`src/hw/snf_wr_queue.sv`:
```
/*
 * in-order ring of entries waiting for the W channel
 */
`timescale 1ns/100ps
`default_nettype none

module snf_wr_queue #(
    parameter int NUM_ENTRIES = 4,
    localparam int IDX_W = $clog2(NUM_ENTRIES)
) (
    input  wire logic             clk,
    input  wire logic             rst,
    input  wire logic             wr_start_valid,
    input  wire logic [IDX_W-1:0] wr_start_idx,
    input  wire logic             pop,
    output logic                  head_valid,
    output logic      [IDX_W-1:0] head_idx
);

    logic [NUM_ENTRIES-1:0] slot_valid;
    logic [IDX_W-1:0]       slot_idx [NUM_ENTRIES];
    logic [IDX_W-1:0]       wr_ptr;
    logic [IDX_W-1:0]       rd_ptr;

    function automatic logic [IDX_W-1:0] next_ptr(input logic [IDX_W-1:0] ptr);
        return (ptr == IDX_W'(NUM_ENTRIES - 1)) ? '0 : ptr + 1'b1;
    endfunction

    always_ff @(posedge clk or posedge rst) begin
        if (rst) begin
            wr_ptr     <= '0;
            rd_ptr     <= '0;
            slot_valid <= '0;
            for (int i = 0; i < NUM_ENTRIES; i++) begin
                slot_idx[i] <= '0;
            end
        end else begin
            if (wr_start_valid) begin
                wr_ptr <= next_ptr(wr_ptr);
            end
            if (pop) begin
                rd_ptr <= next_ptr(rd_ptr);
            end
            for (int i = 0; i < NUM_ENTRIES; i++) begin
                if (wr_start_valid && wr_ptr == IDX_W'(i)) begin
                    slot_valid[i] <= 1'b1;
                    slot_idx[i]   <= wr_start_idx;
                end else if (pop && rd_ptr == IDX_W'(i)) begin
                    slot_valid[i] <= 1'b0;
                    slot_idx[i]   <= '0;
                end
            end
        end
    end

    assign head_valid = slot_valid[rd_ptr];
    assign head_idx   = slot_idx[rd_ptr];

endmodule

`default_nettype wire

```
`config.mk`:
```
export PLATFORM = sky130hd
export DESIGN_NAME = snf_wr_queue
export DESIGN_NICKNAME = d
export VERILOG_FILES = /design/src/hw/snf_wr_queue.sv
export SDC_FILE = /design/constraint.sdc
export NUM_CORES = 1
export LEC_CHECK = 0
export BUFFER_PORTS_ARGS = -buffer_cell sky130_fd_sc_hd__buf_2
export CAP_MARGIN = 20
export CORE_UTILIZATION = 44
export CTS_CLUSTER_SIZE = 28
export DETAILED_ROUTE_END_ITERATION = 6
export SETUP_SLACK_MARGIN = 0.15
export SYNTH_ARGS = -nofsm -noshare
export SYNTH_HDL_FRONTEND = slang
export SYNTH_SLANG_ARGS = --single-unit
```
`constraint.sdc`:
```
create_clock -name clk -period 1.7 [get_ports clk]
set_input_delay 0.085 -clock clk [delete_from_list [all_inputs] [get_ports clk]]
set_output_delay 0.085 -clock clk [all_outputs]
set_load 0.03 [all_outputs]
```
# --- After elaboration in Yosys (flattened, before gate mapping) ---
# Cells that the tools add are included.
totals:
  register_bits: 16
  in_bits: 6
  out_inout_bits: 3
  word_cells: 58
op_classes:
  n_addsub: 2
  n_lt_le_gt_ge: 2
  n_eq_ne: 6
  n_mux: 23
  bitwise_logic: 1
  n_reduce_logical: 14
op_table:
  columns: ["cell", "n"]
  rows:
  - ["$mux W2", 12]
  - ["$mux W1", 9]
  - ["$eq A2 B2 Y1 const B", 4]
  - ["$logic_and A1 B1 Y1", 8]
  - ["$reduce_bool A2 Y1", 4]
  - ["$add A2 B1 Y2 const B", 2]
  - ["$bmux W2 S2", 1]
  - ["$eq A2 B1 Y1 const B", 2]
  - ["$logic_not A2 Y1", 2]
  - ["$ge A3 B3 Y1 const B", 1]
  - ["$lt A2 B3 Y1 const B", 1]
  - ["$not A2 Y3", 1]
  - ["$bmux W1 S2", 1]

# --- Depth between registers and ports, before layout ---
logic_depth:
  word_depth: 4
  depth_mapped: 4
  mapped_depth_nobuf: 4

# --- Worst setup path after synthesis ---
# OpenSTA, ideal clock, no wires.
synth_timing:
  kind: "reg2out"
  startpoint: "reg rd_ptr[0]"
  endpoint: "out head_idx[0]"
  arrival_time_ns: 1.169
  setup_slack_ns: 0.446
  path_stages_with_launch: 2
  cell_sequence: "dfrtp_1 -> mux4_1"
synth_via:
  elab_chain_cells: 4
synth_lines:
  columns: ["element", "line_no", "rtl"]
  rows:
  - ["from (decl)", "23", "logic [IDX_W-1:0] rd_ptr;"]
  - ["from (signal assigned)", "42", "rd_ptr <= next_ptr(rd_ptr);"]
  - ["$not A2 Y3 (not written as such)", "57", "assign head_idx = slot_idx[rd_ptr];"]
  - ["$bmux W2 S2", "57", null]
  - ["$mux W2 (not written as such) (2 in a row)", "57", null]
  - ["to (decl)", "17", "output logic [IDX_W-1:0] head_idx"]
# No other way between the ends. The select of a mux whose other input is x is not followed.

# --- Worst setup path in the final report ---
# Ends and elaborated chain as after synthesis.

==> impl_metrics.csv <==
group,metric,value,unit
finish,fill_cells,164,
clock_network,cts_buffers,3,
synthesis,yosysUniqueCellTypes,11,
synthesis,synth_area,818,µm²
finish,final_common_cell,"dfrtp_1",
clock_network,root_buffer,"clkbuf_4",
floorplanning,ioPinCount,9,
clock_network,cts_tree,"done",
synthesis,ys_seq_area_share,48.9,%
critical_path,crit_fanout,5,
power,p_leak,0.455,nW
timing,setup_viol,0,
critical_path,crit_start,"rd_ptr[0]",
power,p_sw_share,36.6,%
global_routing,first_global_vias,543,
finish,finish.net_count,90,
timing,relSlewSlack,59.0,%
synthesis,syn_avg_cell_area,13.0,µm²
global_routing,grt_usage,17.8,%
min_path,hold_path.startpoint,"wr_start_idx[0]",
timing,worst-slew-pin-transition,614,ps
min_path,min_path_type,"in2reg",
power,combinationalPowerShare,47.0,%
global_routing,grt_start_max_net_pins,21,
min_path,min_delay_path_depth,2,
place,placed_cell_area,875,µm²
clock_network,path_clk_slew,100,ps
floorplanning,rows,15,
critical_path,start_kind,"register",
route,drtPass1Iterations,4,
timing,fmax,650,MHz
timing,finalHoldViolations,0,
place,gp_congestion,0.706,
floorplanning,die_h,45.1,µm
timing,final.period_utilization,90.4,%
critical_path,r2r_setup_slack,210,ps
finish,final_cell_mix,"15 x dfrtp_1, 8 x a32o_1, 8 x ha_1",
timing,setup-tns-final,0,ps
floorplanning,fp.coreArea,1730,µm²
route,antenna_left,0,
finish,areaGrowthSynthToFinish,16.8,%
route,wl_per_cell,15.1,µm
floorplanning,dieArea,2040,µm²
route,route.detailed.drc,0,
clock_network,clock_path_buffers,2,
critical_path,r2r-end,"slot_idx[7]",
route,drt_wl_total,1510,µm
synthesis,synth_seq_cells,16,
critical_path,critical_path_class,"reg2out",
power,ir_worst_vdd,0.000899,V
finish,final_cell_area,956,µm²
timing,rsz0062_at_grt,"true",
power,p_sw,0.645,mW
synthesis,ys.warnings.count,0,
place,dp_hpwl,1060,µm
critical_path,reg2regPathDepth,6,
synthesis,synthCells,63,
clock_network,insertion_delay,280,ps
route,viasPerCell,5.73,
synthesis,postSynthNetCount,77,
power,clockPowerShare,14.3,%
critical_path,rr_startpoint,"rd_ptr[0]",
critical_path,endpoint_kind,"output port",
global_routing,grt-ovfl-total,0,
critical_path,required,1620,ps
run_status,status,"finished clean",
floorplanning,die_w,45.1,µm
floorplanning,initial_core_util,47.4,%
timing,drv_slew,0,
clock_network,htree_num_levels,1,
global_routing,grt_pass1_wl,2520,µm
critical_path,arrival,1450,ps
power,internal_power,1.12,mW
route,num_vias,573,
place,numPortBuffers,8,
finish,drive_above_1_share,22.7,%
global_routing,antenna_found_initial,0,
flow_run,maxCapViolCount,0,
timing,finalCriticalPeriod,1540,ps
min_path,holdPathEnd,"slot_idx[4]",
power,sequentialPowerShare,38.7,%
clock_network,cts.sinks,16,
route,drt_iter0_markers,16,
finish,num_antenna_cells,0,
timing,skew,3.00,ps
power,p_per_area,1840,nW/µm²
-- routing by layer --
layer / share of wire, % / vias up / global-route usage [%]
met4: 0.86 / 0 / 9.09
met2: 49 / 14 / 27.5
met1: 47 / 289 / 23.7
met5: 0 / - / 0
met3: 3.0 / 2 / 3.60
li1: - / 268 / -
-- state kept, by name, summed over array words and instances (netlist names) --
name and cells:
wr_ptr 2, rd_ptr 2, slot_idx 8, slot_valid 4
-- Yosys cell counts, drive strengths merged --
| library cell | count | share of area, % |
|---|---|---|
| dfrtp | 16 | 49 |
| a32o | 8 | 9.8 |
| ha | 8 | 12 |
| nand2 | 6 | 2.8 |
| inv | 5 | 2.3 |
| a22o | 4 | 4.3 |
| a22oi | 4 | 3.7 |
| o21ai | 4 | 2.4 |
| buf | 3 | 1.8 |
| mux4 | 3 | 9.6 |
| or3b | 2 | 2.1 |
-- per-stage QoR --
stage	util [%]	total power, mW	worst slack (ps)	instances	hold slack [ps]
final	55.4	1.76	162	100	112
after global routing	55.4	1.89	107	100	107
after CTS	54.9	1.77	146	99	95.3
after detailed placement	50.7	1.41	375	93	196
after global placement	50.7	1.40	389	93	193
after floorplan	-	1.23	446	63	-1.26
-- cell type report --
cell class | count | area, µm² | area share, %
timing repair buffer | 11 | 83.8 | 8.77
clock buffer | 4 | 36.3 | 3.80
tap | 25 | 31.3 | 3.27
sequential | 16 | 402 | 42.0
inverter | 5 | 18.8 | 1.96
multi-input combinational | 39 | 384 | 40.2
-- cells by family (layout without fill, tap and decap cells) --
group	after synthesis	after routing	share of synthesized area (%)
AO/OA/AOI/OAI	20	20	20.2
adder cells (fa/ha/maj)	8	8	12.2
buffers and inverters	8	20	4.13
flip-flops	16	16	48.9
multiplexers	3	3	9.63
AND/OR/NAND/NOR	8	8	4.89
-- critical path, stage by stage (launching register included) --
cell,delay (ps)
dfrtp_2,430
mux4_1,580
buf_6,160
-- worst max path at each step --
stage / to / slack, ps / cells past startpoint
after floorplan: head_idx[0] / 450 / 1
after global placement: head_idx[0] / 390 / 2
after detailed placement: slot_idx[7] / 370 / 4
after CTS: head_idx[0] / 150 / 2
after global routing: head_idx[1] / 110 / 2
final: head_idx[0] / 160 / 2
-- power by group through the flow --
stage               clock (mW)  combinational [mW]  sequential [mW]
global placement             0               0.708            0.692
detailed placement           0               0.719            0.692
global route             0.275               0.907            0.707
CTS                      0.263               0.821            0.683
floorplan                    0               0.579            0.650
finish                   0.252               0.829            0.683
-- what timing repair did --
action                     in CTS  in global routing
hold buffers                    1                  0
resized for setup               7                  0
setup endpoints to repair       3                  3
hold endpoints to repair       16                  0
gates cloned                    0                  0
setup buffers                   1                  1
Note: power is estimated with default switching activity, not from simulation.
