$ cat src/hw/snf_wdat_pkg.sv
/*
 * widths and derived sizes for the write-data buffer
 * CHI data opcode encodings
 */
`default_nettype none

package snf_wdat_pkg;

    // CHI data flit
    localparam int FLIT_DATA_W = 256;
    localparam int FLIT_BE_W   = 32;
    localparam int DATAID_W    = 2;
    localparam int TXNID_W     = 12;

    // AXI W channel beat
    localparam int BEAT_W      = 128;
    localparam int BEAT_STRB_W = 16;

    // one 64-byte line per entry
    localparam int LINE_W      = 2 * FLIT_DATA_W;
    localparam int LINE_STRB_W = 2 * FLIT_BE_W;
    localparam int BANKS       = LINE_W / BEAT_W;
    localparam int BANK_IDX_W  = $clog2(BANKS);

    localparam int SIZE_W = 3;
    localparam logic [SIZE_W-1:0] SIZE_LINE = 3'd6;

    typedef enum logic [3:0] {
        DAT_COPYBACK_WRDATA    = 4'h2,
        DAT_NONCOPYBACK_WRDATA = 4'h3,
        DAT_WRITEDATACANCEL    = 4'h7
    } dat_opcode_e;

endpackage

`default_nettype wire
$ cat src/hw/snf_beat_counter.sv
/*
 * beat offset within the head burst, bank number and last flag
 */
`timescale 1ns/100ps
`default_nettype none

module snf_beat_counter
    import snf_wdat_pkg::*;
(
    input  wire logic                  clk,
    input  wire logic                  rst,
    input  wire logic                  beat_accept,
    input  wire logic [BANK_IDX_W-1:0] first_bank,
    input  wire logic [BANK_IDX_W-1:0] last_bank,
    output logic      [BANK_IDX_W-1:0] bank,
    output logic                       last
);

    logic [BANK_IDX_W-1:0] offset_q;

    assign bank = first_bank + offset_q;
    assign last = (bank == last_bank);

    // holds under back-pressure, restarts after the last beat
    always_ff @(posedge clk or posedge rst) begin
        if (rst) begin
            offset_q <= '0;
        end else if (beat_accept) begin
            offset_q <= last ? '0 : offset_q + 1'b1;
        end
    end

endmodule

`default_nettype wire

$ cat config.mk
export PLATFORM = sky130hd
export DESIGN_NAME = snf_beat_counter
export DESIGN_NICKNAME = d
export VERILOG_FILES = /design/src/hw/snf_wdat_pkg.sv /design/src/hw/snf_beat_counter.sv
export SDC_FILE = /design/constraint.sdc
export NUM_CORES = 1
export LEC_CHECK = 0
export BUFFER_PORTS_ARGS = -buffer_cell sky130_fd_sc_hd__buf_4
export CAP_MARGIN = 15
export CELL_PAD_IN_SITES_DETAIL_PLACEMENT = 2
export CELL_PAD_IN_SITES_GLOBAL_PLACEMENT = 2
export CORE_AREA = 2 2 39 41
export CTS_CLUSTER_DIAMETER = 30
export DETAILED_ROUTE_END_ITERATION = 6
export DIE_AREA = 0 0 41 43
export PLACE_DENSITY = 0.5
export SYNTH_ARGS = -nofsm -noshare
export SYNTH_HDL_FRONTEND = slang
export SYNTH_SLANG_ARGS = --single-unit
$ cat constraint.sdc
create_clock -name clk -period 1.75 [get_ports clk]
set_input_delay 0.2625 -clock clk [delete_from_list [all_inputs] [get_ports clk]]
set_output_delay 0.2625 -clock clk [all_outputs]
set_load 0.01 [all_outputs]
### Word-level counts from Yosys, hierarchy flattened

Index checks and enable logic that the tools add are counted.

| operators by class | value |
|---|---|
| $add $sub $neg | 2 |
| bitwise gates (word level) | 0 |
| multiplexer cells | 1 |
| eq/ne operators | 1 |
| div/mod/pow operators | 0 |
| shift-type cells | 0 |
| reduce and logical (&&, ||, !) cells | 0 |
| magnitude comparators | 0 |
| multipliers | 0 |

Operators with widths:

| cell | count |
|---|---|
| 2-bit by 1-bit adder with 2-bit output (second input constant) | 1 |
| 2-bit adder | 1 |
| 2-bit == test | 1 |
| 2-bit two-way mux | 1 |

| storage, ports and cells | value |
|---|---|
| bits in latches | 0 |
| bits in read-only memories | 0 |
| bits in registers | 2 |
| RAM bits | 0 |
| input bits | 7 |
| memories kept | 0 |
| logic and storage cells | 5 |
| output and inout port bits | 3 |

### Logic depth before layout (Yosys ltp)

| depth | value |
|---|---|
| word-level depth | 3 |
| mapped depth | 5 |
| depth with buffers taken out | 5 |

### Least setup slack after synthesis

No wires, ideal clock.

| timing | value |
|---|---|
| path type | flip-flop to output port |
| start point | register offset_q[0] |
| end point | output port last |
| cell stages (with the launch flop) | 5 |
| required time | 1.487 ns |
| arrival | 1.323 ns |
| path slack | 0.165 ns |
| path through | dfrtp_1 > ha_1 > xnor3_2 > xnor2_1 > nor2_1 |

| between the ends | value |
|---|---|
| word-level cells in the longest chain between the ends | 2 |

RTL lines:

| element | line | text |
|---|---|---|
| from (decl) | snf_beat_counter.sv:19 | `logic [BANK_IDX_W-1:0] offset_q;` |
| from (signal assigned) | snf_beat_counter.sv:29 | `offset_q <= last ? '0 : offset_q + 1'b1;` |
| 2-bit adder | snf_beat_counter.sv:21 | `assign bank = first_bank + offset_q;` |
| 2-bit == test | snf_beat_counter.sv:22 | `assign last = (bank == last_bank);` |
| to (decl) | snf_beat_counter.sv:16 | `output logic last` |

No other way between the ends.

### Worst setup path after layout

Ends and elaborated chain as after synthesis.

==> results list <==
* Run status: completed
- STA classifies the critical path endpoint as an output port.
* Largest family of logic cells by synthesized area: XOR/XNOR gates
* Unrepaired setup endpoints after global routing: yes
- TritonCTS buffer count: 3
* Detailed Route WL: approximately 590 um
- Worst Hold Class: primary input to flip-flop
- For the pin with the worst max-slew slack, the measured transition is about 250 ps.
* Leading cell type in the layout, fill and taps excluded: sky130_fd_sc_hd__buf_4
- Mux share of post-synthesis cell area: 0%
- Lkg Pwr: between 0.00015 and 0.0002 uW
* Post-CTS Repair Setup Buffers: 0
- Commonest non-fill, non-tap cells in the layout: 10 x sky130_fd_sc_hd__buf_4, 3 x sky130_fd_sc_hd__clkbuf_4, 2 x sky130_fd_sc_hd__nand2_1, 2 x sky130_fd_sc_hd__xnor2_1, 2 x sky130_fd_sc_hd__dfrtp_1
- TritonRoute pass-1 iters: 1
* Clock transition at path regs: approximately 30 ps
- Clock root buffer: sky130_fd_sc_hd__clkbuf_4
- Once routing completed, OpenROAD measured the worst setup slack at around 64 ps.
- The setup check on the worst reg-to-reg path leaves a slack of 300 ps.
- Following the worst setup path forward leads to its endpoint at last.
- Residual DRC: 0
- Clock latency reported for the late side of the worst-skew pair: 230 ps
- In this run the critical register-to-register path is captured at offset_q[1].
- Counting every net in the synthesized netlist gives 29.
- Crit share post-route: between 90% and 100%
- STA classifies the critical path startpoint as a flip-flop.
- Worst Clk Skew: around 2.6 ps
- Family of cells with the greatest summed delay on the critical path: adder cells
- Final critical path time including I/O delays and setup: ~1700 ps
- Count of yosys warnings during synthesis: 0
* Number of global-route vias before repair: about 260
* Crit path DAT: around 1400 ps
* Xor and xnor area share after synthesis: around two fifths
- Final weighted congestion in routability-driven placement: between 0.6 and 0.7
- Core occupancy in the finished layout: between 20% and 30%
* Synthesis-to-layout area growth: 54.45%
* Synth Register Bits: 2
* DIE WIDTH: 41 um
- Top reg by flops: offset_q
- Post-route ant nets: 0
* Die Footprint: 0.001763 mm^2
- Initial antenna violation count: 0
- Counting along the longest clock path gives a buffer depth of 2.
- After Yosys synthesis, full adders, half adders and majority gates account for approximately 5.2% of the synthesized area.
- Total standard cell area after synthesis: ~240 um^2
* Average footprint of a synthesized cell: 11.38 um^2
- The number of endpoints with negative hold slack in the final report was 0.
- Detailed Route Iter0 Violations: 0
- Worst setup startpoint: offset_q[0]
- Slew headroom: about 83%
- Final setup violation count: 0
* Critical path type: flip-flop to output port
- Dividing total power by cell area gives a power density of approximately 1700 mW/mm^2.
- Fraction of the mapped netlist area in compound gates: a little under a tenth
- Filler cell count in the final layout: approximately 160
- The final layout contains 45 nets.
- The core region is ~0.0014 mm^2.
- Clk sink count: 2
- At the placement stage, the worst setup path has a slack of 120.0 ps.
* Flip-flop count of the largest register, all copies and words added: 2
- The number of buffers and inverters on the critical path is 1.
- The first global-routing pass estimated 1035 um of wire.
- Input and output buffers added on the ports amount to 9.
* Master of the slowest instance on the critical path: sky130_fd_sc_hd__ha_2
- Crit Path Max Fanout: 5
- The netlist uses 18 different library cells.
- Number of diodes: 0
* Effective utilization at floorplan: between 15 and 20%
* Via/cell ratio: between 4 and 5
- Peak VDD IR: between 600 and 700 uV
- After synthesis, the cell types taking the most area are sky130_fd_sc_hd__dfrtp_1 21%, sky130_fd_sc_hd__xor2_4 12%, sky130_fd_sc_hd__xnor3_2 9.9%.
* Site row count: 14
- Top Registers: offset_q (2)
- The critical path crosses 4 cells after its start point.
- Worst hold slack after final layout: roughly 380 ps
- After Yosys synthesis, and, or, nand and nor cells account for between 20% and 30% of the synthesized area.
- Number of placed I/O pins: 10
* Count of H-tree levels built during CTS: 1
* Synth top area share: 20.94%
- Upper clock frequency limit: 593.0 MHz
- Register area share after synthesis: between 20% and 30%
- For the worst setup path, the data required time is between 1000 and 1500 ps.
- Counting every instance in the synthesized netlist gives 21.
* All-Layer GR Usage: a little under a tenth
* Half-perimeter wire length after placement: approximately 490 um
- In the final routed layout, each cell accounts on average for approximately 11 um.
- The worst register-to-register path begins at offset_q[0].
* Pin count of the biggest net entering global routing: 8
- On the worst path, the slowest cell contributes a delay of 390 ps.
- The synthesized design spends more area on one cell type than any other, namely sky130_fd_sc_hd__dfrtp_1.
- The number of slew-limit violations in the final report is 0.
- Share of layout cells above drive strength 1: 57.14%
* Height of the die: 43 um
- TritonCTS clock tree: done
- The number of cells on the worst reg-to-reg path is 4.
- Across the run, the number of max-cap violations was 0.
* Total number of vias: around 210
- Residual overflow from global routing: 0
- The signal on the critical path passes through ha_2 -> xor2_4 -> nor2_1 -> buf_4.
[cell usage after synthesis, drive strengths merged]
cell type	n
ha	1
a21oi	1
xor3	1
a21o	1
xnor3	1
nand2	2
nor2	1
inv	2
nor3b	1
xnor2	2
nand3	1
dfrtp	2
nor4b	1
o311ai	1
nor3	2
xor2	1
[power by group]
| part | switching [uW] | total [uW] | internal [uW] |
|---|---|---|---|
| Combinational | 201 | 441 | 240 |
| Sequential | 17.4 | 88.6 | 71.2 |
| Clock | 27.7 | 103 | 75.8 |
| Total | 246 | 633 | 387 |
[routing by layer]
layer | up-vias | part of all wire, % | track usage (%)
met1 | 103 | 38 | 9.446
li1 | 104 | - | -
met5 | - | 0 | 0
met4 | 0 | 0 | 8.000
met3 | 0 | 3.8 | 3.141
met2 | 6 | 58 | 14.69
[worst min path at each step]
stage | to | from | cells after the start | slack [ps]
floorplan | offset_q[0] | rst | 1 | 4
global placement | offset_q[1] | rst | 2 | 120
detailed placement | offset_q[0] | rst | 2 | 130
CTS | offset_q[0] | beat_accept | 3 | 380
global route | offset_q[0] | beat_accept | 3 | 400
finish | offset_q[0] | beat_accept | 3 | 380
[logic make-up after synthesis]
group | after synthesis
and+or+nand+nor | 8
AOI/OAI and AO/OA | 3
buffers and inverters | 2
adders and majority gates | 1
xor gates and xnor gates | 5
DFF | 2
[worst reg2reg max path, cell delays in order, from the launching register on]
cell                       delay (ps)
sky130_fd_sc_hd__dfrtp_1          340
sky130_fd_sc_hd__ha_2             190
sky130_fd_sc_hd__xor3_1           430
sky130_fd_sc_hd__o311ai_1         300
sky130_fd_sc_hd__a21oi_1           70
[repair_timing]
action	4_1_cts	5_1_grt
setup endpoints to repair	1	1
hold endpoints to repair	2	0
cloned	0	0
hold buffers	1	0
pin swaps	1	0
resized for setup	0	1
[cell type report]
class | instances | area, um^2 | share of cell area (%)
inverters | 2 | 7.507 | 2.034
flip-flops and latches | 2 | 50.05 | 13.56
multi-input cells | 17 | 183.9 | 49.83
clock buffers | 3 | 22.52 | 6.102
well taps | 16 | 20.02 | 5.424
repair buffers | 11 | 85.08 | 23.05
[stage by stage]
| step | cell area [um^2] | power (uW) | cells | TNS, ps |
|---|---|---|---|---|
| 6_report | 369.1 | 633.1 | 51 | 0 |
| 2_1_floorplan | 239.0 | 385.7 | 21 | 0 |
| 3_5_place_dp | 334.1 | 543.3 | 47 | 0 |
| 3_3_place_gp | 334.1 | 530.3 | 47 | 0 |
| 4_1_cts | 366.6 | 649.9 | 51 | 0 |
| 5_1_grt | 369.1 | 698.8 | 51 | -49.78 |
Note: power is estimated with default switching activity, not from simulation.
