===== src/hw/snf_wdat_pkg.sv =====
/*
 * widths and derived sizes for the write-data buffer
 * CHI data opcode encodings
 */
`default_nettype none

package snf_wdat_pkg;

    // CHI data flit
    localparam int FLIT_DATA_W = 256;
    localparam int FLIT_BE_W   = 32;
    localparam int DATAID_W    = 2;
    localparam int TXNID_W     = 12;

    // AXI W channel beat
    localparam int BEAT_W      = 128;
    localparam int BEAT_STRB_W = 16;

    // one 64-byte line per entry
    localparam int LINE_W      = 2 * FLIT_DATA_W;
    localparam int LINE_STRB_W = 2 * FLIT_BE_W;
    localparam int BANKS       = LINE_W / BEAT_W;
    localparam int BANK_IDX_W  = $clog2(BANKS);

    localparam int SIZE_W = 3;
    localparam logic [SIZE_W-1:0] SIZE_LINE = 3'd6;

    typedef enum logic [3:0] {
        DAT_COPYBACK_WRDATA    = 4'h2,
        DAT_NONCOPYBACK_WRDATA = 4'h3,
        DAT_WRITEDATACANCEL    = 4'h7
    } dat_opcode_e;

endpackage

`default_nettype wire

===== src/hw/snf_wdat_store.sv =====
/*
 * per-entry line data and strobes, flit merge and receive tracking
 * completion pulse and W channel bank select
 */
`timescale 1ns/100ps
`default_nettype none

module snf_wdat_store
    import snf_wdat_pkg::*;
#(
    parameter int NUM_ENTRIES = 4,
    localparam int IDX_W = $clog2(NUM_ENTRIES)
) (
    input  wire logic                   clk,
    input  wire logic                   rst,
    input  wire logic                   dat_valid,
    input  wire logic [IDX_W-1:0]       dat_idx,
    input  wire dat_opcode_e            dat_opcode,
    input  wire logic [DATAID_W-1:0]    dat_dataid,
    input  wire logic [FLIT_BE_W-1:0]   dat_be,
    input  wire logic [FLIT_DATA_W-1:0] dat_data,
    input  wire logic [SIZE_W-1:0]      dat_size,
    input  wire logic                   retire_valid,
    input  wire logic [IDX_W-1:0]       retire_idx,
    input  wire logic [IDX_W-1:0]       head_idx,
    input  wire logic [BANK_IDX_W-1:0]  bank,
    output logic      [BEAT_W-1:0]      beat_data,
    output logic      [BEAT_STRB_W-1:0] beat_strb,
    output logic                        rxdat_ok,
    output logic      [IDX_W-1:0]       rxdat_ok_idx
);

    logic [LINE_W-1:0]      line_data [NUM_ENTRIES];
    logic [LINE_STRB_W-1:0] line_strb [NUM_ENTRIES];
    logic [1:0]             recv_q    [NUM_ENTRIES];
    logic                   ok_q;
    logic [IDX_W-1:0]       last_idx_q;

    logic                   flit_lo;
    logic                   flit_hi;
    logic                   merge_en;
    logic [LINE_W-1:0]      merge_data;
    logic [LINE_STRB_W-1:0] merge_strb;
    logic [1:0]             recv_next;
    logic                   flit_done;

    assign flit_lo  = (dat_dataid == 2'b00);
    assign flit_hi  = (dat_dataid == 2'b10);
    // cancel still counts as received
    assign merge_en = dat_valid && (dat_opcode != DAT_WRITEDATACANCEL) && (flit_lo || flit_hi);

    assign merge_data = flit_hi ? {dat_data, {FLIT_DATA_W{1'b0}}} : {{FLIT_DATA_W{1'b0}}, dat_data};
    assign merge_strb = flit_hi ? {dat_be, {FLIT_BE_W{1'b0}}} : {{FLIT_BE_W{1'b0}}, dat_be};

    assign recv_next = recv_q[dat_idx] | (flit_hi ? 2'b10 : 2'b01);
    assign flit_done = (dat_size == SIZE_LINE) ? (recv_next == 2'b11) : 1'b1;

    always_ff @(posedge clk or posedge rst) begin
        if (rst) begin
            for (int i = 0; i < NUM_ENTRIES; i++) begin
                line_data[i] <= '0;
                line_strb[i] <= '0;
                recv_q[i]    <= '0;
            end
        end else begin
            for (int i = 0; i < NUM_ENTRIES; i++) begin
                if (merge_en && dat_idx == IDX_W'(i)) begin
                    line_data[i] <= line_data[i] | merge_data;
                    line_strb[i] <= line_strb[i] | merge_strb;
                end else if (retire_valid && retire_idx == IDX_W'(i)) begin
                    line_data[i] <= '0;
                    line_strb[i] <= '0;
                end
                // tracking restarts once the entry completes
                if (dat_valid && dat_idx == IDX_W'(i)) begin
                    recv_q[i] <= flit_done ? 2'b00 : recv_next;
                end else if (retire_valid && retire_idx == IDX_W'(i)) begin
                    recv_q[i] <= 2'b00;
                end
            end
        end
    end

    always_ff @(posedge clk or posedge rst) begin
        if (rst) begin
            ok_q       <= 1'b0;
            last_idx_q <= '0;
        end else begin
            ok_q <= dat_valid && flit_done;
            if (dat_valid) begin
                last_idx_q <= dat_idx;
            end
        end
    end

    assign rxdat_ok     = ok_q;
    assign rxdat_ok_idx = last_idx_q;

    assign beat_data = line_data[head_idx][bank*BEAT_W +: BEAT_W];
    assign beat_strb = line_strb[head_idx][bank*BEAT_STRB_W +: BEAT_STRB_W];

endmodule

`default_nettype wire


===== config.mk =====
export PLATFORM = sky130hd
export DESIGN_NAME = snf_wdat_store
export DESIGN_NICKNAME = d
export VERILOG_FILES = /design/src/hw/snf_wdat_pkg.sv /design/src/hw/snf_wdat_store.sv
export SDC_FILE = /design/constraint.sdc
export NUM_CORES = 2
export LEC_CHECK = 0
export BUFFER_PORTS_ARGS = -buffer_cell sky130_fd_sc_hd__clkbuf_2
export CORE_ASPECT_RATIO = 1.25
export CORE_MARGIN = 2
export CORE_UTILIZATION = 47
export DETAILED_ROUTE_END_ITERATION = 10
export GPL_ROUTABILITY_DRIVEN = 0
export GPL_TIMING_DRIVEN = 0
export PLACE_DENSITY_LB_ADDON = 0.1
export RECOVER_POWER = 25
export SLEW_MARGIN = 40
export SYNTH_ARGS = -nofsm -noshare
export SYNTH_HDL_FRONTEND = slang
export SYNTH_SLANG_ARGS = --single-unit

===== constraint.sdc =====
create_clock -name clk -period 79.7 [get_ports clk]
set_clock_uncertainty 0.05 [all_clocks]
set_input_delay 7.97 -clock clk [delete_from_list [all_inputs] [get_ports clk]]
set_output_delay 7.97 -clock clk [all_outputs]
set_load 0.03 [all_outputs]

Word level (Yosys, flattened, before mapping)
Index checks and enable logic that the tools add are counted.
{"block": "op_classes", "eq_ne": 10, "bitwise_logic": 11, "n_lt_le_gt_ge": 2, "mux": 38, "shifts": 2, "n_reduce_logical": 27}
{"operator": "512-bit 2-to-1 mux", "n": 11}
{"operator": "512-bit OR", "n": 4}
{"operator": "512-bit binary-select mux with 2-bit select", "n": 1}
{"operator": "64-bit 2-to-1 mux", "n": 11}
{"operator": "512-bit by 10-bit indexed part select with 128-bit output", "n": 1}
{"operator": "64-bit OR", "n": 4}
{"operator": "64-bit binary-select mux with 2-bit select", "n": 1}
{"operator": "64-bit by 7-bit indexed part select with 16-bit output", "n": 1}
{"operator": "2-bit 2-to-1 mux", "n": 12}
{"operator": "2-bit nonzero test", "n": 8}
{"operator": "1-bit logical AND", "n": 15}
{"operator": "2-bit == test, second input constant", "n": 6}
{"operator": "3-bit greater-or-equal comparator, second input constant", "n": 2}
{"operator": "2-bit zero test", "n": 3}
{"operator": "2-bit inverter with 3-bit output", "n": 2}
{"operator": "2-bit binary-select mux with 2-bit select", "n": 1}
{"operator": "2-bit by 1-bit == test with 1-bit output, second input constant", "n": 2}
{"operator": "4-bit by 3-bit inequality test with 1-bit output, second input constant", "n": 1}
{"operator": "3-bit == test, second input constant", "n": 1}
{"operator": "2-bit OR", "n": 1}
{"operator": "1-bit logical OR", "n": 1}
{"operator": "1-bit 2-to-1 mux", "n": 1}
{"block": "totals", "wordCells": 104, "input_bits": 309, "register_bits": 2315, "out_inout_bits": 147}

Logic depth before layout (Yosys ltp)
{"block": "depth", "depth_word": 9, "ltp_mapped": 9, "mapped_depth_nobuf": 4}

Least setup slack after synthesis
No wires, ideal clock.
{"block": "synth_timing", "path_kind": "input to output", "start": "input head_idx[1]", "end": "output beat_data[100]", "t_arrival_ns": 9.650, "path_stages": 9, "t_required_ns": 71.680, "setup_slack_ns": 62.030, "n_path_buf": 5, "path_cell_list": "buf_2 > buf_6 > buf_6 > buf_6 > nand2_1 > clkbuf_1 > o221ai_1 > o22ai_1 > a21oi_1"}
{"block": "synth_via", "elab_chain_len": 5}
{"item": "from (decl)", "line_no": "snf_wdat_store.sv:25", "rtl": "input wire logic [IDX_W-1:0] head_idx,"}
{"item": "2-bit inverter with 3-bit output (not written as such)", "line_no": "snf_wdat_store.sv:99", "rtl": "assign beat_data = line_data[head_idx][bank*BEAT_W +: BEAT_W];"}
{"item": "512-bit binary-select mux with 2-bit select", "line_no": "snf_wdat_store.sv:99"}
{"item": "512-bit 2-to-1 mux (not written as such) (2 in a row)", "line_no": "snf_wdat_store.sv:99"}
{"item": "512-bit by 10-bit indexed part select with 128-bit output", "line_no": "snf_wdat_store.sv:99"}
{"item": "to (decl)", "line_no": "snf_wdat_store.sv:27", "rtl": "output logic [BEAT_W-1:0] beat_data,"}
Every way passes these cells. The select of a mux whose other input is x is not followed.

==> metrics.md <==
| Metric | Value |
|---|---|
| Pin count of the biggest net entering global routing | 83 |
| CTS Hold Bufs | 0 |
| Sequential element share of the synthesized area | 57.0% |
| Gr usage total | 47.3% |
| Status | complete, but fails checks |
| Hold Vio Cnt, Final | 0 |
| WL/cell | 48.8 um |
| R2R Path End | recv_q[2] |
| Worst setup path start | rst |
| Worst Hold Class | reg2reg |
| Final setup vio count | 0 |
| Clock Pin Slew Worst Setup and Hold Paths | 0.06 ns |
| Setup tns final | 0 ns |
| Mapped Avg Cell Area | 15.1 um2 |
| Synthesized area | 102000 um2 |
| First-pass GRT wire length | 700000 um |
| Max-slew violations | 1309 |
| CP max FO | 78 |
| Crit-path cells | clkbuf_2 -> clkinvlp_2 -> clkbuf_1 -> clkbuf_1 -> clkbuf_1 -> clkbuf_1 -> buf_16 -> buf_16 -> buf_16 -> buf_16 |
| Layout cells sized above 1 | 27.3% |
| Bufs and invs on worst path | 10 |
| Vias/cell | 7.82 |
| First-pass iteration count of the detailed router | 11 |
| Routed wire length | 523000 um |
| Sequential power share | 45.1% |
| Clock buffer depth | 4 |
| CP peak stage delay | 3.15 ns |
| Number of max-cap violations | 19 |
| Failing checks | DRC, capacitance limit, slew limit |
| CP top delay family | buffers and inverters |
| Worst setup path end | line_data[1] |
| Top cell type by total area after synthesis | dfrtp_1 |
| RSZ-0062 raised after global routing | no |
| Critical Path End Type | async pin |
| Worst IR drop on VDD | 0.0000199 V |
| Die height | 524 um |
| Clock share of power | 39.7% |
| P&R area growth vs syn | 15.8% |
| Initial drt markers | 13200 |
| CTS tree | built |
| Sw frac | 28.7% |
| Psw | 0.853 mW |
| CTS buffer count | 237 |
| Vias in the first global route | 80400 |
| Period minus WS final | 21.43 ns |
| Die area | 220000 um2 |
| P_leak | 50.6 nW |
| Worst skew pair latency | 0.91 ns |
| Cell Pwr Density | 25.2 nW/um2 |
| FF+latch count, synth | 2315 |
| H-tree depth | 4 |
| Reg2Reg Setup Slack | 77.86 ns |
| Hold Crit Start | line_data[1600] |
| Period utilisation layout | 26.9% |
| Syn Inst Count | 6728 |
| Post-cts gate resize count | 0 |
| Worst Path Arrival | 22.44 ns |
| Initial antenna violation count | 137 |
| Cell variety after synth | 38 |
| Yosys top cell area share | 57.0% |
| Achievable frequency | 0.0467 GHz |
| Count leader, synth | dfrtp_1 |
| Commonest cells in the synthesized netlist | dfrtp_1, a32o_1, o2bb2ai_1, mux4_2, buf_2 |
| Post-synth ARST share | 100% |
| Initial core utilization | 47.3% |
| Postcts setup bufs | 0 |
| Top FF cell, synth | dfrtp_1 |
| Setup crit start kind | input port |
| Fillers | 17800 |
| Critical Path RT | 80.71 ns |
| Worst path depth | 10 |
| Ys Warns | 0 |
| # IOs | 456 |
| Row Count | 190 |
| CTS Root Cell | clkbuf_16 |
| Rel. slew slack | -201% |
| Crit path max-delay cell type | clkbuf_1 |
| WS Path Type | in2async |
| Total power | 2.97 mW |
| Combinational Power Share | 15.3% |
| Synth Net Count | 7037 |
| Int Power | 2.12 mW |
| Dominant cells by area after synthesis | dfrtp_1, mux4_2, a32o_1 |
| CTS sink count | 2315 |
| Total number of vias | 83800 |
| Number of synthesized flops with an enable pin | 0 |
| DRC | 1 |
| WHS | 0.431 ns |
| Fin nets | 7802 |
| Core area | 215000 um2 |
| IO buf count | 450 |
| Final HPWL DP | 361000 um |
| Final antenna-violating net count | 0 |
| GRT overflow | 0 |
| Worst-Margin Slew | 4.52 ns |
| Die X | 420 um |
| R2R Path Start | recv_q[1] |
| Reg2reg path depth | 3 |
kinds of logic after synthesis:
family | share of synthesized area, %
DFF | 57.0
and+or+nand+nor | 1.60
buffers and inverters | 4.05
muxes | 15.2
AOI/OAI and AO/OA | 22.2
power groups by stage:
stage	clock (mW)	combinational, mW	sequential (mW)
6_report	1.18	0.453	1.34
5_1_grt	1.22	0.459	1.35
4_1_cts	1.17	0.437	1.33
3_5_place_dp	0	0.436	1.35
3_3_place_gp	0	0.417	1.36
2_1_floorplan	0	0.255	1.35
final cells by class:
type	instances	area [um2]	share of cell area (%)
sequential	2315	57900	49.2
multi-input combinational	3560	39600	33.7
clock buffer	359	7080	6.02
buffer	850	4400	3.74
timing repair buffer	526	3770	3.21
tap	2880	3600	3.06
clock inverter	62	865	0.735
antenna	156	390	0.332
inverter	3	12.5	0.0106
routing by layer:
metal / GRT usage [%] / vias to the layer above / share of wire, %
li1: - / 29700 / -
met1: 54.7 / 44200 / 33
met2: 63.6 / 7667 / 41
met3: 23.8 / 2147 / 15
met4: 43.1 / 54 / 11
met5: 0.674 / - / 0.10
stage by stage:
step	utilization (%)	worst slack (ns)	cell area, um2	cells
detailed placement	51.1	59.72	110000	10100
global route	54.7	56.18	117000	10600
CTS	54.8	59.72	118000	10600
floorplan	-	6.26	102000	6728
global placement	50.1	-17.34	107000	10100
finish	54.8	58.27	118000	10700
layout by cell type (no fill, tap or decap), types with 26 or more instances in the layout:
| cell | instances |
|---|---|
| dfrtp_1 | 2315 |
| a32o_1 | 1154 |
| o2bb2ai_1 | 1152 |
| mux4_2 | 646 |
| clkbuf_2 | 504 |
| buf_2 | 363 |
| clkbuf_1 | 348 |
| nand2_1 | 311 |
| clkbuf_16 | 238 |
| diode_2 | 156 |
| buf_4 | 91 |
| mux2i_1 | 83 |
| clkbuf_8 | 67 |
| a21oi_1 | 50 |
| nor2b_1 | 44 |
| a211oi_1 | 42 |
| buf_16 | 42 |
| buf_6 | 32 |
| clkinv_2 | 32 |
| clkbuf_4 | 26 |
how the worst min path moves through the flow:
stage,slack [ns],depth (start not counted),end
floorplan,0.40,1,line_data[1024]
finish,0.43,1,line_data[1600]
CTS,0.43,1,line_data[1185]
global route,0.44,1,line_data[404]
global placement,0.42,1,line_data[1261]
detailed placement,0.42,1,line_data[697]
worst reg2reg max path, delay by kind of cell, from the launching register on:
family	cells	cell delay, ns
flops	1	0.39
compound gates	1	0.26
mux	1	0.48
simple gates	1	0.59
state kept, by name, indices dropped and copies added (netlist names):
register / count
line_strb: 256
rxdat_ok_idx: 2
recv_q: 8
line_data: 2048
rxdat_ok: 1
Note: power is estimated with default switching activity, not from simulation.
