===== src/hw/snf_wdat_pkg.sv =====
/*
 * widths and derived sizes for the write-data buffer
 * CHI data opcode encodings
 */
`default_nettype none

package snf_wdat_pkg;

    // CHI data flit
    localparam int FLIT_DATA_W = 256;
    localparam int FLIT_BE_W   = 32;
    localparam int DATAID_W    = 2;
    localparam int TXNID_W     = 12;

    // AXI W channel beat
    localparam int BEAT_W      = 128;
    localparam int BEAT_STRB_W = 16;

    // one 64-byte line per entry
    localparam int LINE_W      = 2 * FLIT_DATA_W;
    localparam int LINE_STRB_W = 2 * FLIT_BE_W;
    localparam int BANKS       = LINE_W / BEAT_W;
    localparam int BANK_IDX_W  = $clog2(BANKS);

    localparam int SIZE_W = 3;
    localparam logic [SIZE_W-1:0] SIZE_LINE = 3'd6;

    typedef enum logic [3:0] {
        DAT_COPYBACK_WRDATA    = 4'h2,
        DAT_NONCOPYBACK_WRDATA = 4'h3,
        DAT_WRITEDATACANCEL    = 4'h7
    } dat_opcode_e;

endpackage

`default_nettype wire

===== src/hw/snf_burst_plan.sv =====
/*
 * per-entry request size and burst bank window
 * window computed at allocation, looked up for flit and queue head
 */
`timescale 1ns/100ps
`default_nettype none

module snf_burst_plan
    import snf_wdat_pkg::*;
#(
    parameter int NUM_ENTRIES = 4,
    localparam int IDX_W = $clog2(NUM_ENTRIES)
) (
    input  wire logic                  clk,
    input  wire logic                  rst,
    input  wire logic                  alloc_valid,
    input  wire logic [IDX_W-1:0]      alloc_idx,
    input  wire logic [5:0]            alloc_offset,
    input  wire logic [SIZE_W-1:0]     alloc_size,
    input  wire logic [BANK_IDX_W-1:0] alloc_axlen,
    input  wire logic                  retire_valid,
    input  wire logic [IDX_W-1:0]      retire_idx,
    input  wire logic [IDX_W-1:0]      dat_idx,
    output logic      [SIZE_W-1:0]     dat_size,
    input  wire logic [IDX_W-1:0]      head_idx,
    output logic      [BANK_IDX_W-1:0] first_bank,
    output logic      [BANK_IDX_W-1:0] last_bank
);

    logic [SIZE_W-1:0]     size_q  [NUM_ENTRIES];
    logic [BANK_IDX_W-1:0] first_q [NUM_ENTRIES];
    logic [BANK_IDX_W-1:0] last_q  [NUM_ENTRIES];
    logic [BANK_IDX_W-1:0] alloc_bank;
    logic [BANK_IDX_W-1:0] alloc_first;
    logic [BANK_IDX_W-1:0] alloc_last;

    assign alloc_bank  = alloc_offset[5:4];
    // bank aligned down to the burst length
    assign alloc_first = alloc_bank & ~alloc_axlen;
    assign alloc_last  = alloc_first + alloc_axlen;

    // an idle entry spans the whole line
    always_ff @(posedge clk or posedge rst) begin
        if (rst) begin
            for (int i = 0; i < NUM_ENTRIES; i++) begin
                size_q[i]  <= '0;
                first_q[i] <= '0;
                last_q[i]  <= BANK_IDX_W'(BANKS - 1);
            end
        end else begin
            for (int i = 0; i < NUM_ENTRIES; i++) begin
                if (alloc_valid && alloc_idx == IDX_W'(i)) begin
                    size_q[i]  <= alloc_size;
                    first_q[i] <= alloc_first;
                    last_q[i]  <= alloc_last;
                end else if (retire_valid && retire_idx == IDX_W'(i)) begin
                    size_q[i]  <= '0;
                    first_q[i] <= '0;
                    last_q[i]  <= BANK_IDX_W'(BANKS - 1);
                end
            end
        end
    end

    assign dat_size   = size_q[dat_idx];
    assign first_bank = first_q[head_idx];
    assign last_bank  = last_q[head_idx];

endmodule

`default_nettype wire


===== config.mk =====
export PLATFORM = sky130hd
export DESIGN_NAME = snf_burst_plan
export DESIGN_NICKNAME = d
export VERILOG_FILES = /design/src/hw/snf_wdat_pkg.sv /design/src/hw/snf_burst_plan.sv
export SDC_FILE = /design/constraint.sdc
export NUM_CORES = 1
export LEC_CHECK = 0
export ABC_AREA = 1
export ABC_CLOCK_PERIOD_IN_PS = 800
export BUFFER_PORTS_ARGS = -buffer_cell sky130_fd_sc_hd__buf_2
export CAP_MARGIN = 10
export CORE_UTILIZATION = 45
export CTS_CLUSTER_SIZE = 28
export DETAILED_ROUTE_END_ITERATION = 10
export PLACE_DENSITY = 0.73
export REMOVE_ABC_BUFFERS = 1
export SLEW_MARGIN = 30
export SYNTH_ARGS = -nofsm -noshare
export SYNTH_HDL_FRONTEND = slang
export SYNTH_SLANG_ARGS = --single-unit

===== constraint.sdc =====
create_clock -name clk -period 0.8 [get_ports clk]
set_input_delay 0.08 -clock clk [delete_from_list [all_inputs] [get_ports clk]]
set_output_delay 0.08 -clock clk [all_outputs]
set_load 0.01 [all_outputs]

# Word level (Yosys, flattened, before mapping)
# Index checks and enable logic that the tools add are counted.
dict set report word_totals {
  ff_bits 28
  out_inout_bits 7
}
dict set report classes {
  add_sub_neg 1
  order_cmp 2
  n_eq_ne 6
  muxes 33
  n_bitwise 4
  n_reduce_logical 14
}
# cell count
set ops {}
lappend ops {{2-bit 2-to-1 mux} 20}
lappend ops {{3-bit 2-to-1 mux} 10}
lappend ops {{2-bit binary-select mux with 2-bit select} 2}
lappend ops {{2-bit == test (second input constant)} 4}
lappend ops {{1-bit logical AND} 8}
lappend ops {{2-bit nonzero test} 4}
lappend ops {{3-bit binary-select mux with 2-bit select} 1}
lappend ops {{3-bit >= comparator (second input constant)} 2}
lappend ops {{2-bit inverter with 3-bit output} 2}
lappend ops {{2-bit by 1-bit == test with 1-bit output (second input constant)} 2}
lappend ops {{2-bit logical NOT} 2}
lappend ops {{2-bit adder} 1}
lappend ops {{2-bit bitwise AND} 1}
lappend ops {{2-bit inverter} 1}

# Logic depth before layout (Yosys ltp)
# Gate-level depths: netlist of run 1.
dict set report logic_depth {
  ltp_word 4
  mapped_depth 6
}

# Worst setup path before layout of run 1
# No wires, ideal clock.
dict set report synth_timing {
  kind {register to output}
  from {reg last_q[1] (netlist bit)}
  to {out last_bank[1]}
  arrival_time_ns 0.756
  required_time_ns 0.720
  slack_ns -0.036
  path_stages_with_launch 5
  path_cell_list {dfstp_2 -> inv_1 -> nand2_1 -> o211ai_1 -> nand2_1}
}
dict set report synth_between {
  elab_chain_cells 3
}
# element line_no
set synth_lines {}
lappend synth_lines {{start, declared} snf_burst_plan.sv:32} ;# logic [BANK_IDX_W-1:0] last_q [NUM_ENTRIES];
lappend synth_lines {{start signal, assigned by index} snf_burst_plan.sv:48} ;# last_q[i] <= BANK_IDX_W'(BANKS - 1);
lappend synth_lines {{start signal, assigned by index} snf_burst_plan.sv:55} ;# last_q[i] <= alloc_last;
lappend synth_lines {{start signal, assigned by index} snf_burst_plan.sv:59} ;# last_q[i] <= BANK_IDX_W'(BANKS - 1);
lappend synth_lines {{2-bit binary-select mux with 2-bit select} snf_burst_plan.sv:67} ;# assign last_bank = last_q[head_idx];
lappend synth_lines {{2-bit 2-to-1 mux (not written as such) (2 in a row)} snf_burst_plan.sv:67}
lappend synth_lines {{end, declared} snf_burst_plan.sv:27} ;# output logic [BANK_IDX_W-1:0] last_bank
# No other way between the ends. The select of a mux whose other input is x is not followed.

# Worst setup path in the final report of run 1
# Same ends and word-level chain as after synthesis.

==> out/results.ini, run 1 <==
[yosys]
yosys_warnings=0
syn_area_per_cell_um2=7.48
synth_area_leaders=dfrtp_1 33%, nand2_1 19%, dfstp_2 14%
syn-instance-count=202
ys_seq_area_share_pct=47.0
synthDominantCellAreaShare_pct=33.1
ys_types=16
ys_ff_latch=28
synth_area_leader_cell=dfrtp_1
netlist_area_mm2=0.00151

[flow_run]
cap_violations=0

[timing]
rsz0062_at_grt=yes
fmax_ghz=0.743
hold_viol_final=0
fin_crit_ps=1350
setup-violations-final=9
drv_slew=0
tightest_slew_ps=337
finClkSkew_ps=0
fin_ws_ps=-545
post-route-period-util_pct=168
slew_headroom_pct=77.5

[grt]
grt-ovfl-total=0
grt_max_degree=26
gr-usage-all-layers_pct=23.3
antenna_found_initial=0
grt_pass1_vias=1337
grt_pass1_wl_um=6100

[finish]
final_util_pct=61.4
fillCellCount=306
area_growth_pct=27.0
finalNetCount=274
insertedDiodeCount=0
drive_gt1_share_pct=28.8

[worst_setup_path]
rrSetupSlack_ps=-50
critPathMaxFanout=2
startpoint_type=flop
reg2reg_to=last_q[0]
worst-setup-path-type=reg -> out
r2r_cells=3
reg2reg_from=last_q[0]
endpoint_kind=primary output
crit_required_ps=720
arrival_ps=1270

[clock_tree]
insertion_delay_ps=330
max-clock-path-buffers=2
cts_buffers=3
tritoncts=built
clockRootBuffer=clkbuf_4
ctsHtreeMaxLevel=1
clk_pin_slew_worst_paths_ps=150
cts.sinks=28

[placement]
routabilityCongestion=0.827
io_buffers=25
dp_hpwl_um=2710

[routing]
drt_iter0_drc=102
avgViaCountPerCell=4.94
first_pass_iters=4
num_vias=1451
routed_wirelength_um=3670
ant_nets=0
wire_per_inst_um=12.5
drcViolationCount=0

[power_and_ir_drop]
power.total_mw=3.14
peakVddDrop_mv=0.883
p_per_area_mw_per_mm2=1640
leakage_nw=1.05

[hold_path]
hold_depth=3
whs_endpoint=size_q[9]
hp-start=alloc_size[0]
min_path_type=in -> reg

[floorplan]
start_util_pct=48.3
die_h_um=60.0
die_area_mm2=0.00359
dieWidth_um=60.0
core_area_mm2=0.00313
num_rows=20
ios=30

[run_status]
outcome=complete, but fails checks
violations=setup timing

## power breakdown
part,leakage (nW),switching [mW],total (mW),internal [mW]
Sequential,0.348,0.102,1.74,1.64
Clock,0.0154,0.422,0.606,0.184
Combinational,0.690,0.435,0.795,0.360
## cell usage in the layout (no fill, tap or decap), types with 5 or more instances in the layout
cell      netlist  layout
o211ai_1       14      14
dfstp_2         8       8
buf_2           2      25
nand3_1        37      33
buf_4           2      18
nor2_1          6       6
nand3_2         1       5
inv_1          24      22
dfrtp_1        20      20
nand2_1        75      75
## flip-flops by register name (all words and copies together), names as in the netlist
name	cells
first_q	8
last_q	8
size_q	12
## cell usage after synthesis
cell type and count:
nand2_1 75, nor2_1 6, dfrtp_1 20, nor2_4 2, o21ai_0 5, buf_2 2
o211ai_1 14, nand2_2 3, clkbuf_2 1, nand3_2 1, nand3_1 37, dfstp_2 8
inv_1 24, inv_2 1, buf_4 2, nor2_2 1
## routing by layer
layer | vias up | wire (µm) | global-route usage, %
li1 | 744 | - | -
met1 | 658 | 1670 | 31.4
met2 | 43 | 1740 | 37.9
met3 | 6 | 209 | 3.68
met4 | 0 | 55 | 8.31
met5 | - | 0 | 0
## worst max-delay path, stage by stage (launching register included)
cell and delay, ps:
dfstp_2 560, inv_1 30, nand2_1 50, o211ai_1 90, nand2_1 80, buf_2 120
## cell type report
class                   instances  area [µm²]  area share, %
clock buffers                   3        22.5           1.17
clock inverters                 1        3.75          0.196
inverters                      25        93.8           4.89
multi-input cells             144         701           36.5
flip-flops and latches         28         711           37.0
well taps                      44        55.1           2.87
repair buffers                 49         333           17.3
## stage by stage
step                hold slack (ps)  setup WS (ps)  std cells  area [µm²]  setup TNS (ps)
finish                         12.9           -545        294        1920           -3400
global route                   7.66           -612        294        1920           -3960
CTS                           0.765           -542        291        1880           -3340
detailed placement            -16.2           -157        284        1810           -2250
global placement              -19.2           -130        284        1810           -1860
floorplan                       139          -34.9        197        1480           -69.9
## how the worst max path moves through the flow
stage | start | end | slack [ps] | depth (start not counted)
detailed placement | last_q[1] | last_bank[1] | -160 | 5
global placement | last_q[5] | last_bank[1] | -130 | 5
floorplan | last_q[0] | last_bank[0] | -30 | 4
global route | last_q[1] | last_bank[1] | -610 | 5
finish | last_q[1] | last_bank[1] | -550 | 5
CTS | last_q[1] | last_bank[1] | -540 | 5
## cells by family (layout without fill, tap and decap cells)
family                 after synthesis  after routing  synth area share (%)
flip-flops                          28             28                  47.0
AO/OA/AOI/OAI                       19             19                  8.61
AND/OR/NAND/NOR                    125            125                  36.2
buffers and inverters               30             78                  8.19
## what timing repair did
item	4_1_cts	5_1_grt
setup endpoints to repair	8	13
hold endpoints to repair	20	2
pin swaps	7	6
setup buffers	2	2
resized for setup	5	6
hold buffers	1	2
(Power assumes the default switching activity.)
==> inputs of run 2 (changes only) <==
--- a/config.mk
+++ b/config.mk
@@ -6,8 +6,8 @@
 export NUM_CORES = 1
 export LEC_CHECK = 0
 export ABC_AREA = 1
-export ABC_CLOCK_PERIOD_IN_PS = 800
-export BUFFER_PORTS_ARGS = -buffer_cell sky130_fd_sc_hd__buf_2
+export ABC_CLOCK_PERIOD_IN_PS = 1220
+export BUFFER_PORTS_ARGS = -buffer_cell sky130_fd_sc_hd__buf_4
 export CAP_MARGIN = 10
 export CORE_UTILIZATION = 45
 export CTS_CLUSTER_SIZE = 28
==> constraint.sdc (replaced) <==
create_clock -name clk -period 1.22 [get_ports clk]
set_input_delay 0.122 -clock clk [delete_from_list [all_inputs] [get_ports clk]]
set_output_delay 0.122 -clock clk [all_outputs]
set_load 0.01 [all_outputs]
==> run 2 against run 1 <==
- the run still ends with setup timing left
- via count fell by 2.8%
- sequential share of layout area rose by 1.6 points
- power fell by 34%
- count of clock-buffer cells in the layout rose by 1
- hold slack improved by 13 ps
- sequential power fell by 34%
- register-to-register slack improved by 390 ps
- clock power fell by 27%
- utilization fell by 2.6 points
- sequential cell count did not move
- non-clock buffer count fell by 16
- first-iteration DRC count rose by 11%
- critical endpoint unchanged
- largest cell class unchanged
- highest routed layer unchanged
==> out/results.ini, run 2 (synthesis results as in run 1) <==
[worst_setup_path]
arrival_ps=1250  ; was 1270 ps
worst-setup-path-type=reg -> out  ; unchanged
startpoint_type=flop  ; unchanged
crit_path_frequent_cell=nand2_1  ; unchanged
slowest_stage=dfstp_2  ; unchanged
path_cells=inv_2 > nand2_1 > o211ai_1 > nand2_1 > buf_6  ; was inv_1 > nand2_1 > o211ai_1 > nand2_1 > buf_2
cp_num_buf_inv=2  ; unchanged
critPathMaxFanout=2  ; unchanged
endpoint_kind=primary output  ; unchanged
max_stage_delay_ps=570  ; was 560 ps
crit_required_ps=1100  ; was 720 ps
cpLargestDelayFamily=flip-flops  ; unchanged

[floorplan]
die_area_mm2=0.00359  ; unchanged
dieWidth_um=60.0  ; unchanged
die_h_um=60.0  ; unchanged
start_util_pct=48.3  ; unchanged
num_rows=20  ; unchanged
core_area_mm2=0.00313  ; unchanged
ios=30  ; unchanged

[power_and_ir_drop]
p_per_area_mw_per_mm2=1130  ; was 1640 mW/mm²
leakage_nw=0.989  ; was 1.05 nW
peakVddDrop_mv=0.546  ; was 0.883 mV

[routing]
drt_iter0_drc=113  ; was 102
first_pass_iters=5  ; was 4
drcViolationCount=0  ; unchanged
routed_wirelength_um=3460  ; was 3670 µm
wire_per_inst_um=12.5  ; about the same
ant_nets=0  ; unchanged
num_vias=1411  ; was 1451
avgViaCountPerCell=5.08  ; was 4.94

[placement]
io_buffers=25  ; unchanged
postPlaceCellArea_mm2=0.00173  ; was 0.00181 mm²
routabilityCongestion=0.775  ; was 0.827
dpl_worst_slack_ps=200  ; was -157 ps
dp_hpwl_um=2530  ; was 2710 µm
place_inst=267  ; was 284

[clock_tree]
cts.sinks=28  ; unchanged
ctsHtreeMaxLevel=1  ; unchanged
clk_pin_slew_worst_paths_ps=140  ; was 150 ps
tritoncts=built  ; unchanged
max-clock-path-buffers=2  ; unchanged
insertion_delay_ps=320  ; was 330 ps
cts_buffers=3  ; unchanged
clockRootBuffer=clkbuf_4  ; unchanged

[timing]
rsz0062_at_grt=yes  ; unchanged
hold_viol_final=0  ; unchanged
post-route-period-util_pct=112
fin_crit_ps=1370
fin_ws_ps=-151  ; was -545 ps
fin_worst_hold_slack_ps=26.4  ; was 12.9 ps
drv_slew=0  ; unchanged
tightest_slew_ps=359  ; was 337 ps
setup-violations-final=7  ; was 9
finClkSkew_ps=0  ; unchanged
fmax_ghz=0.729
slew_headroom_pct=76.0  ; was 77.5%

[run_status]
outcome=complete, but fails checks  ; unchanged
violations=setup timing  ; unchanged

[grt]
grt_pass1_wl_um=5800  ; was 6100 µm
grt_pass1_vias=1306  ; was 1337
grt_max_degree=29  ; was 26
grt-ovfl-total=0  ; unchanged
antenna_found_initial=0  ; unchanged
gr-usage-all-layers_pct=22.1  ; was 23.3%

[hold_path]
min_path_type=in -> reg  ; unchanged

[finish]
largest_reg_flops=12  ; unchanged
final_util_pct=58.8  ; was 61.4%
final_common_cell=nand2_1  ; unchanged
final_area_mm2=0.00184  ; was 0.00192 mm²
finalNetCount=258  ; was 274
area_growth_pct=21.6  ; was 27.0%
reg_top3=size_q x12, first_q x8, last_q x8  ; unchanged
final_cell_count_no_fill=278  ; was 294
final_cell_mix=75 x nand2_1, 37 x nand3_1, 28 x buf_4  ; was 75 x nand2_1, 33 x nand3_1, 25 x buf_2
drive_gt1_share_pct=23.1  ; was 28.8%
regMostFlops=size_q  ; unchanged
insertedDiodeCount=0  ; unchanged

[flow_run]
cap_violations=0  ; unchanged

[run 2: cell types whose count changed in the layout (fill, tap and decap cells not counted), moves of 2 or more]
cell,change
nand3_1,+4
buf_2,-25
dlygate4sd3_1,-2
buf_6,+2
nand3_2,-4
buf_4,+10
o21ai_0,+2
[run 2: layout make-up]
class / count / area, µm²
clock buffer: 4 / 36.3
fill: 304 / 1290
inverter: 25 / 93.8
multi-input combinational: 144 / 677
sequential: 28 / 711
tap: 44 / 55.1
timing repair buffer: 33 / 265
[run 2: worst paths after layout]
check,start,to,slack [ps],cells past startpoint
max,last_q[5],last_bank[1],-150,5
min,alloc_size[2],size_q[11],30,3
max reg2reg,size_q[7],size_q[7],340,4
min reg2reg,last_q[6],last_q[6],500,2
max in group asynchronous,rst,last_q[0],520,4
min in group asynchronous,rst,size_q[10],400,4
[run 2: power breakdown]
| part | switching [mW] | internal, mW | total (mW) | leakage, nW |
|---|---|---|---|---|
| registers | 0.0617 | 1.07 | 1.14 | 0.348 |
| clock network | 0.262 | 0.183 | 0.445 | 0.0210 |
| logic | 0.272 | 0.229 | 0.501 | 0.620 |
| total | 0.595 | 1.49 | 2.08 | 0.989 |
[run 2: per-stage QoR]
step                      total power, mW  TNS [ps]
after floorplan                      1.40         0
after global placement               1.59         0
after detailed placement             1.60         0
after CTS                            2.07      -599
after global routing                 2.22     -1150
final                                2.08      -549
[run 2: timing repair]
action / in CTS / in global routing
pin swaps: 6 / 3
endpoints found under the hold margin: 20 / 0
endpoints found under the setup margin: 7 / 7
hold buffers: 1 / 0
buffers inserted: 2 / 4
resized for setup: 3 / 3
[run 2: worst reg2reg max path: stages, from the launching register on]
cell and delay [ps]:
dfrtp_1 410, buf_4 130, buf_4 120, nand3_1 70
nand2_1 60
[run 2: per-layer routing]
layer / wire length, µm / vias up / global-route usage [%]
met5: 0 / - / 0
met4: 59 / 0 / 6.98
met3: 159 / 7 / 3.46
met2: 1570 / 45 / 34.8
met1: 1680 / 639 / 31.2
li1: - / 720 / -
==> inputs of run 3 (changes only) <==
--- a/config.mk
+++ b/config.mk
@@ -13,6 +13,7 @@
 export CTS_CLUSTER_SIZE = 28
 export DETAILED_ROUTE_END_ITERATION = 10
 export PLACE_DENSITY = 0.73
+export RECOVER_POWER = 100
 export REMOVE_ABC_BUFFERS = 1
 export SLEW_MARGIN = 30
 export SYNTH_ARGS = -nofsm -noshare
==> run 3 against run 2 <==
- global-route usage is the same
- first-iteration DRC count grew 3.5%
- clock power is essentially flat
- utilization shrank 0.68 points
- sequential share of layout area grew 0.45 points
- critical path depth is the same
- register-to-register slack is essentially flat
- worst setup slack lost 1.8 ps
- the run still ends with setup timing left
- combinational power shrank 2%
- cell area shrank 1.2%
==> out/results.ini, run 3 (synthesis results as in run 1) <==
[routing]
num_vias=1387  ; was 1411
first_pass_iters=4  ; was 5
ant_nets=0  ; unchanged
wire_per_inst_um=12.3  ; was 12.5 µm
avgViaCountPerCell=4.99  ; was 5.08
drt_iter0_drc=117  ; was 113
drcViolationCount=0  ; unchanged
routed_wirelength_um=3420  ; was 3460 µm

[grt]
antenna_found_initial=0  ; unchanged
gr-usage-met1_pct=31.2  ; unchanged
grt_busiest_layer=met2  ; unchanged
grt_use_met2_pct=34.8  ; unchanged
grt-ovfl-total=0  ; unchanged
gr-usage-all-layers_pct=22.1  ; unchanged
grt_use_met3_pct=3.46  ; unchanged
grt_pass1_vias=1306  ; unchanged
grt_max_degree=29  ; unchanged
grt_pass1_wl_um=5800  ; unchanged

[floorplan]
num_rows=20  ; unchanged
die_area_mm2=0.00359  ; unchanged
ios=30  ; unchanged
die_h_um=60.0  ; unchanged
start_util_pct=48.3  ; unchanged
core_area_mm2=0.00313  ; unchanged
dieWidth_um=60.0  ; unchanged

[finish]
drive_gt1_share_pct=20.9  ; was 23.1%
final_cell_mix=76 x nand2_1, 38 x nand3_1, 25 x buf_4  ; was 75 x nand2_1, 37 x nand3_1, 28 x buf_4
area_growth_pct=20.2  ; was 21.6%
largest_reg_flops=12  ; unchanged
final_cell_count_no_fill=278  ; unchanged
final_common_cell=nand2_1  ; unchanged
finalNetCount=258  ; unchanged
regMostFlops=size_q  ; unchanged
insertedDiodeCount=0  ; unchanged
fillCellCount=308  ; was 304
reg_top3=size_q x12, first_q x8, last_q x8  ; unchanged

[worst_setup_path]
critPathMaxFanout=2  ; unchanged
crit_required_ps=1100  ; about the same
path_cells=inv_2 > nand2_1 > o211ai_1 > nand2_1 > buf_6  ; unchanged
worst-setup-path-type=reg -> out  ; unchanged
reg2reg_from=size_q[7]  ; unchanged
max_stage_delay_ps=570  ; about the same
rrSetupSlack_ps=340  ; about the same
r2r_cells=4  ; unchanged
crit_path_frequent_cell=nand2_1  ; unchanged
endpoint_kind=primary output  ; unchanged
startpoint_type=flop  ; unchanged
reg2reg_to=size_q[7]  ; unchanged
slowest_stage=dfstp_2  ; unchanged
arrival_ps=1250  ; about the same

[power_and_ir_drop]
peakVddDrop_mv=0.532  ; was 0.546 mV
swShare_pct=28.6  ; about the same
p_int_mw=1.48  ; was 1.49 mW
p_seq_share_pct=54.8  ; was 54.6%
p_switching_mw=0.592  ; was 0.595 mW
leakage_nw=0.985  ; was 0.989 nW
p_per_area_mw_per_mm2=1140  ; was 1130 mW/mm²
clockPowerShare_pct=21.6  ; was 21.4%
combPwrFrac_pct=23.7  ; was 24.1%
power.total_mw=2.07  ; was 2.08 mW

[timing]
drv_slew=0  ; unchanged
rsz0062_at_grt=yes  ; unchanged
fmax_ghz=0.728  ; was 0.729 GHz
fin_ws_ps=-153  ; was -151 ps
finClkSkew_ps=0  ; unchanged
slew_headroom_pct=55.0  ; was 76.0%
fin_worst_hold_slack_ps=23.7  ; was 26.4 ps
tightest_slew_ps=676  ; was 359 ps
setup-violations-final=7  ; unchanged
fin_crit_ps=1370  ; about the same
hold_viol_final=0  ; unchanged
post-route-period-util_pct=113  ; was 112%

[placement]
dpl_worst_slack_ps=200  ; unchanged
place_inst=267  ; unchanged
io_buffers=25  ; unchanged
routabilityCongestion=0.775  ; unchanged
dp_hpwl_um=2530  ; unchanged

[clock_tree]
insertion_delay_ps=320  ; about the same
ctsHtreeMaxLevel=1  ; unchanged
clockRootBuffer=clkbuf_4  ; unchanged
cts_buffers=3  ; unchanged
max-clock-path-buffers=2  ; unchanged
cts.sinks=28  ; unchanged
clk_pin_slew_worst_paths_ps=140  ; about the same
tritoncts=built  ; unchanged

[hold_path]
hold_depth=3  ; unchanged
whs_endpoint=size_q[11]  ; unchanged
min_path_type=in -> reg  ; unchanged
hp-start=alloc_size[2]  ; unchanged

[run_status]
violations=setup timing  ; unchanged
outcome=complete, but fails checks  ; unchanged

[flow_run]
cap_violations=0  ; unchanged

[run 3: what timing repair did]
action / in CTS / in global routing
endpoints found under the hold margin: 20 / 0
setup endpoints to repair: 7 / 7
setup buffers: 2 / 4
hold buffers: 1 / 0
pin swaps: 6 / 3
resized for setup: 3 / 3
[run 3: layout make-up]
class                   instances  area (µm²)  area share [%]
flip-flops and latches         28         711            39.1
multi-input cells             144         662            36.4
repair buffers                 33         259            14.3
inverters                      25        93.8            5.17
well taps                      44        55.1            3.03
clock buffers                   4        36.3            2.00
[run 3: how the worst max path moves through the flow]
stage,slack (ps),cells after the start,endpoint,startpoint
floorplan,340,4,last_bank[0],last_q[0]
global placement,200,6,last_q[2],alloc_idx[0]
detailed placement,200,6,first_q[7],alloc_idx[0]
CTS,-170,5,last_bank[1],last_q[5]
global route,-240,5,last_bank[1],last_q[5]
finish,-150,5,last_bank[1],last_q[5]
[run 3: critical path, delay by kind of cell (launching register included)]
kind	cells	cell delay, ps
flip-flops	1	570
buffers and inverters	2	130
AND/OR/NAND/NOR	2	130
AO/OA/AOI/OAI	1	90
[run 3: metal layers]
layer  vias up  part of all wire (%)
met2        32                    45
met4         0                   1.5
met3         5                   3.6
met1       630                    49
met5         -                     0
li1        720                     -
[run 3: through the flow]
step | utilization [%] | setup TNS (ps) | cell area [µm²]
after floorplan | - | 0 | 1480
after global placement | 55.4 | 0 | 1730
after detailed placement | 55.4 | 0 | 1730
after CTS | 57.7 | -599 | 1800
after global routing | 58.1 | -1150 | 1820
final | 58.1 | -551 | 1820
[run 3: power groups by stage]
| stage | combinational [mW] | sequential (mW) | clock [mW] |
|---|---|---|---|
| 2_1_floorplan | 0.268 | 1.13 | 0 |
| 3_3_place_gp | 0.446 | 1.15 | 0 |
| 3_5_place_dp | 0.452 | 1.15 | 0 |
| 4_1_cts | 0.475 | 1.13 | 0.460 |
| 5_1_grt | 0.560 | 1.15 | 0.502 |
| 6_report | 0.491 | 1.14 | 0.447 |
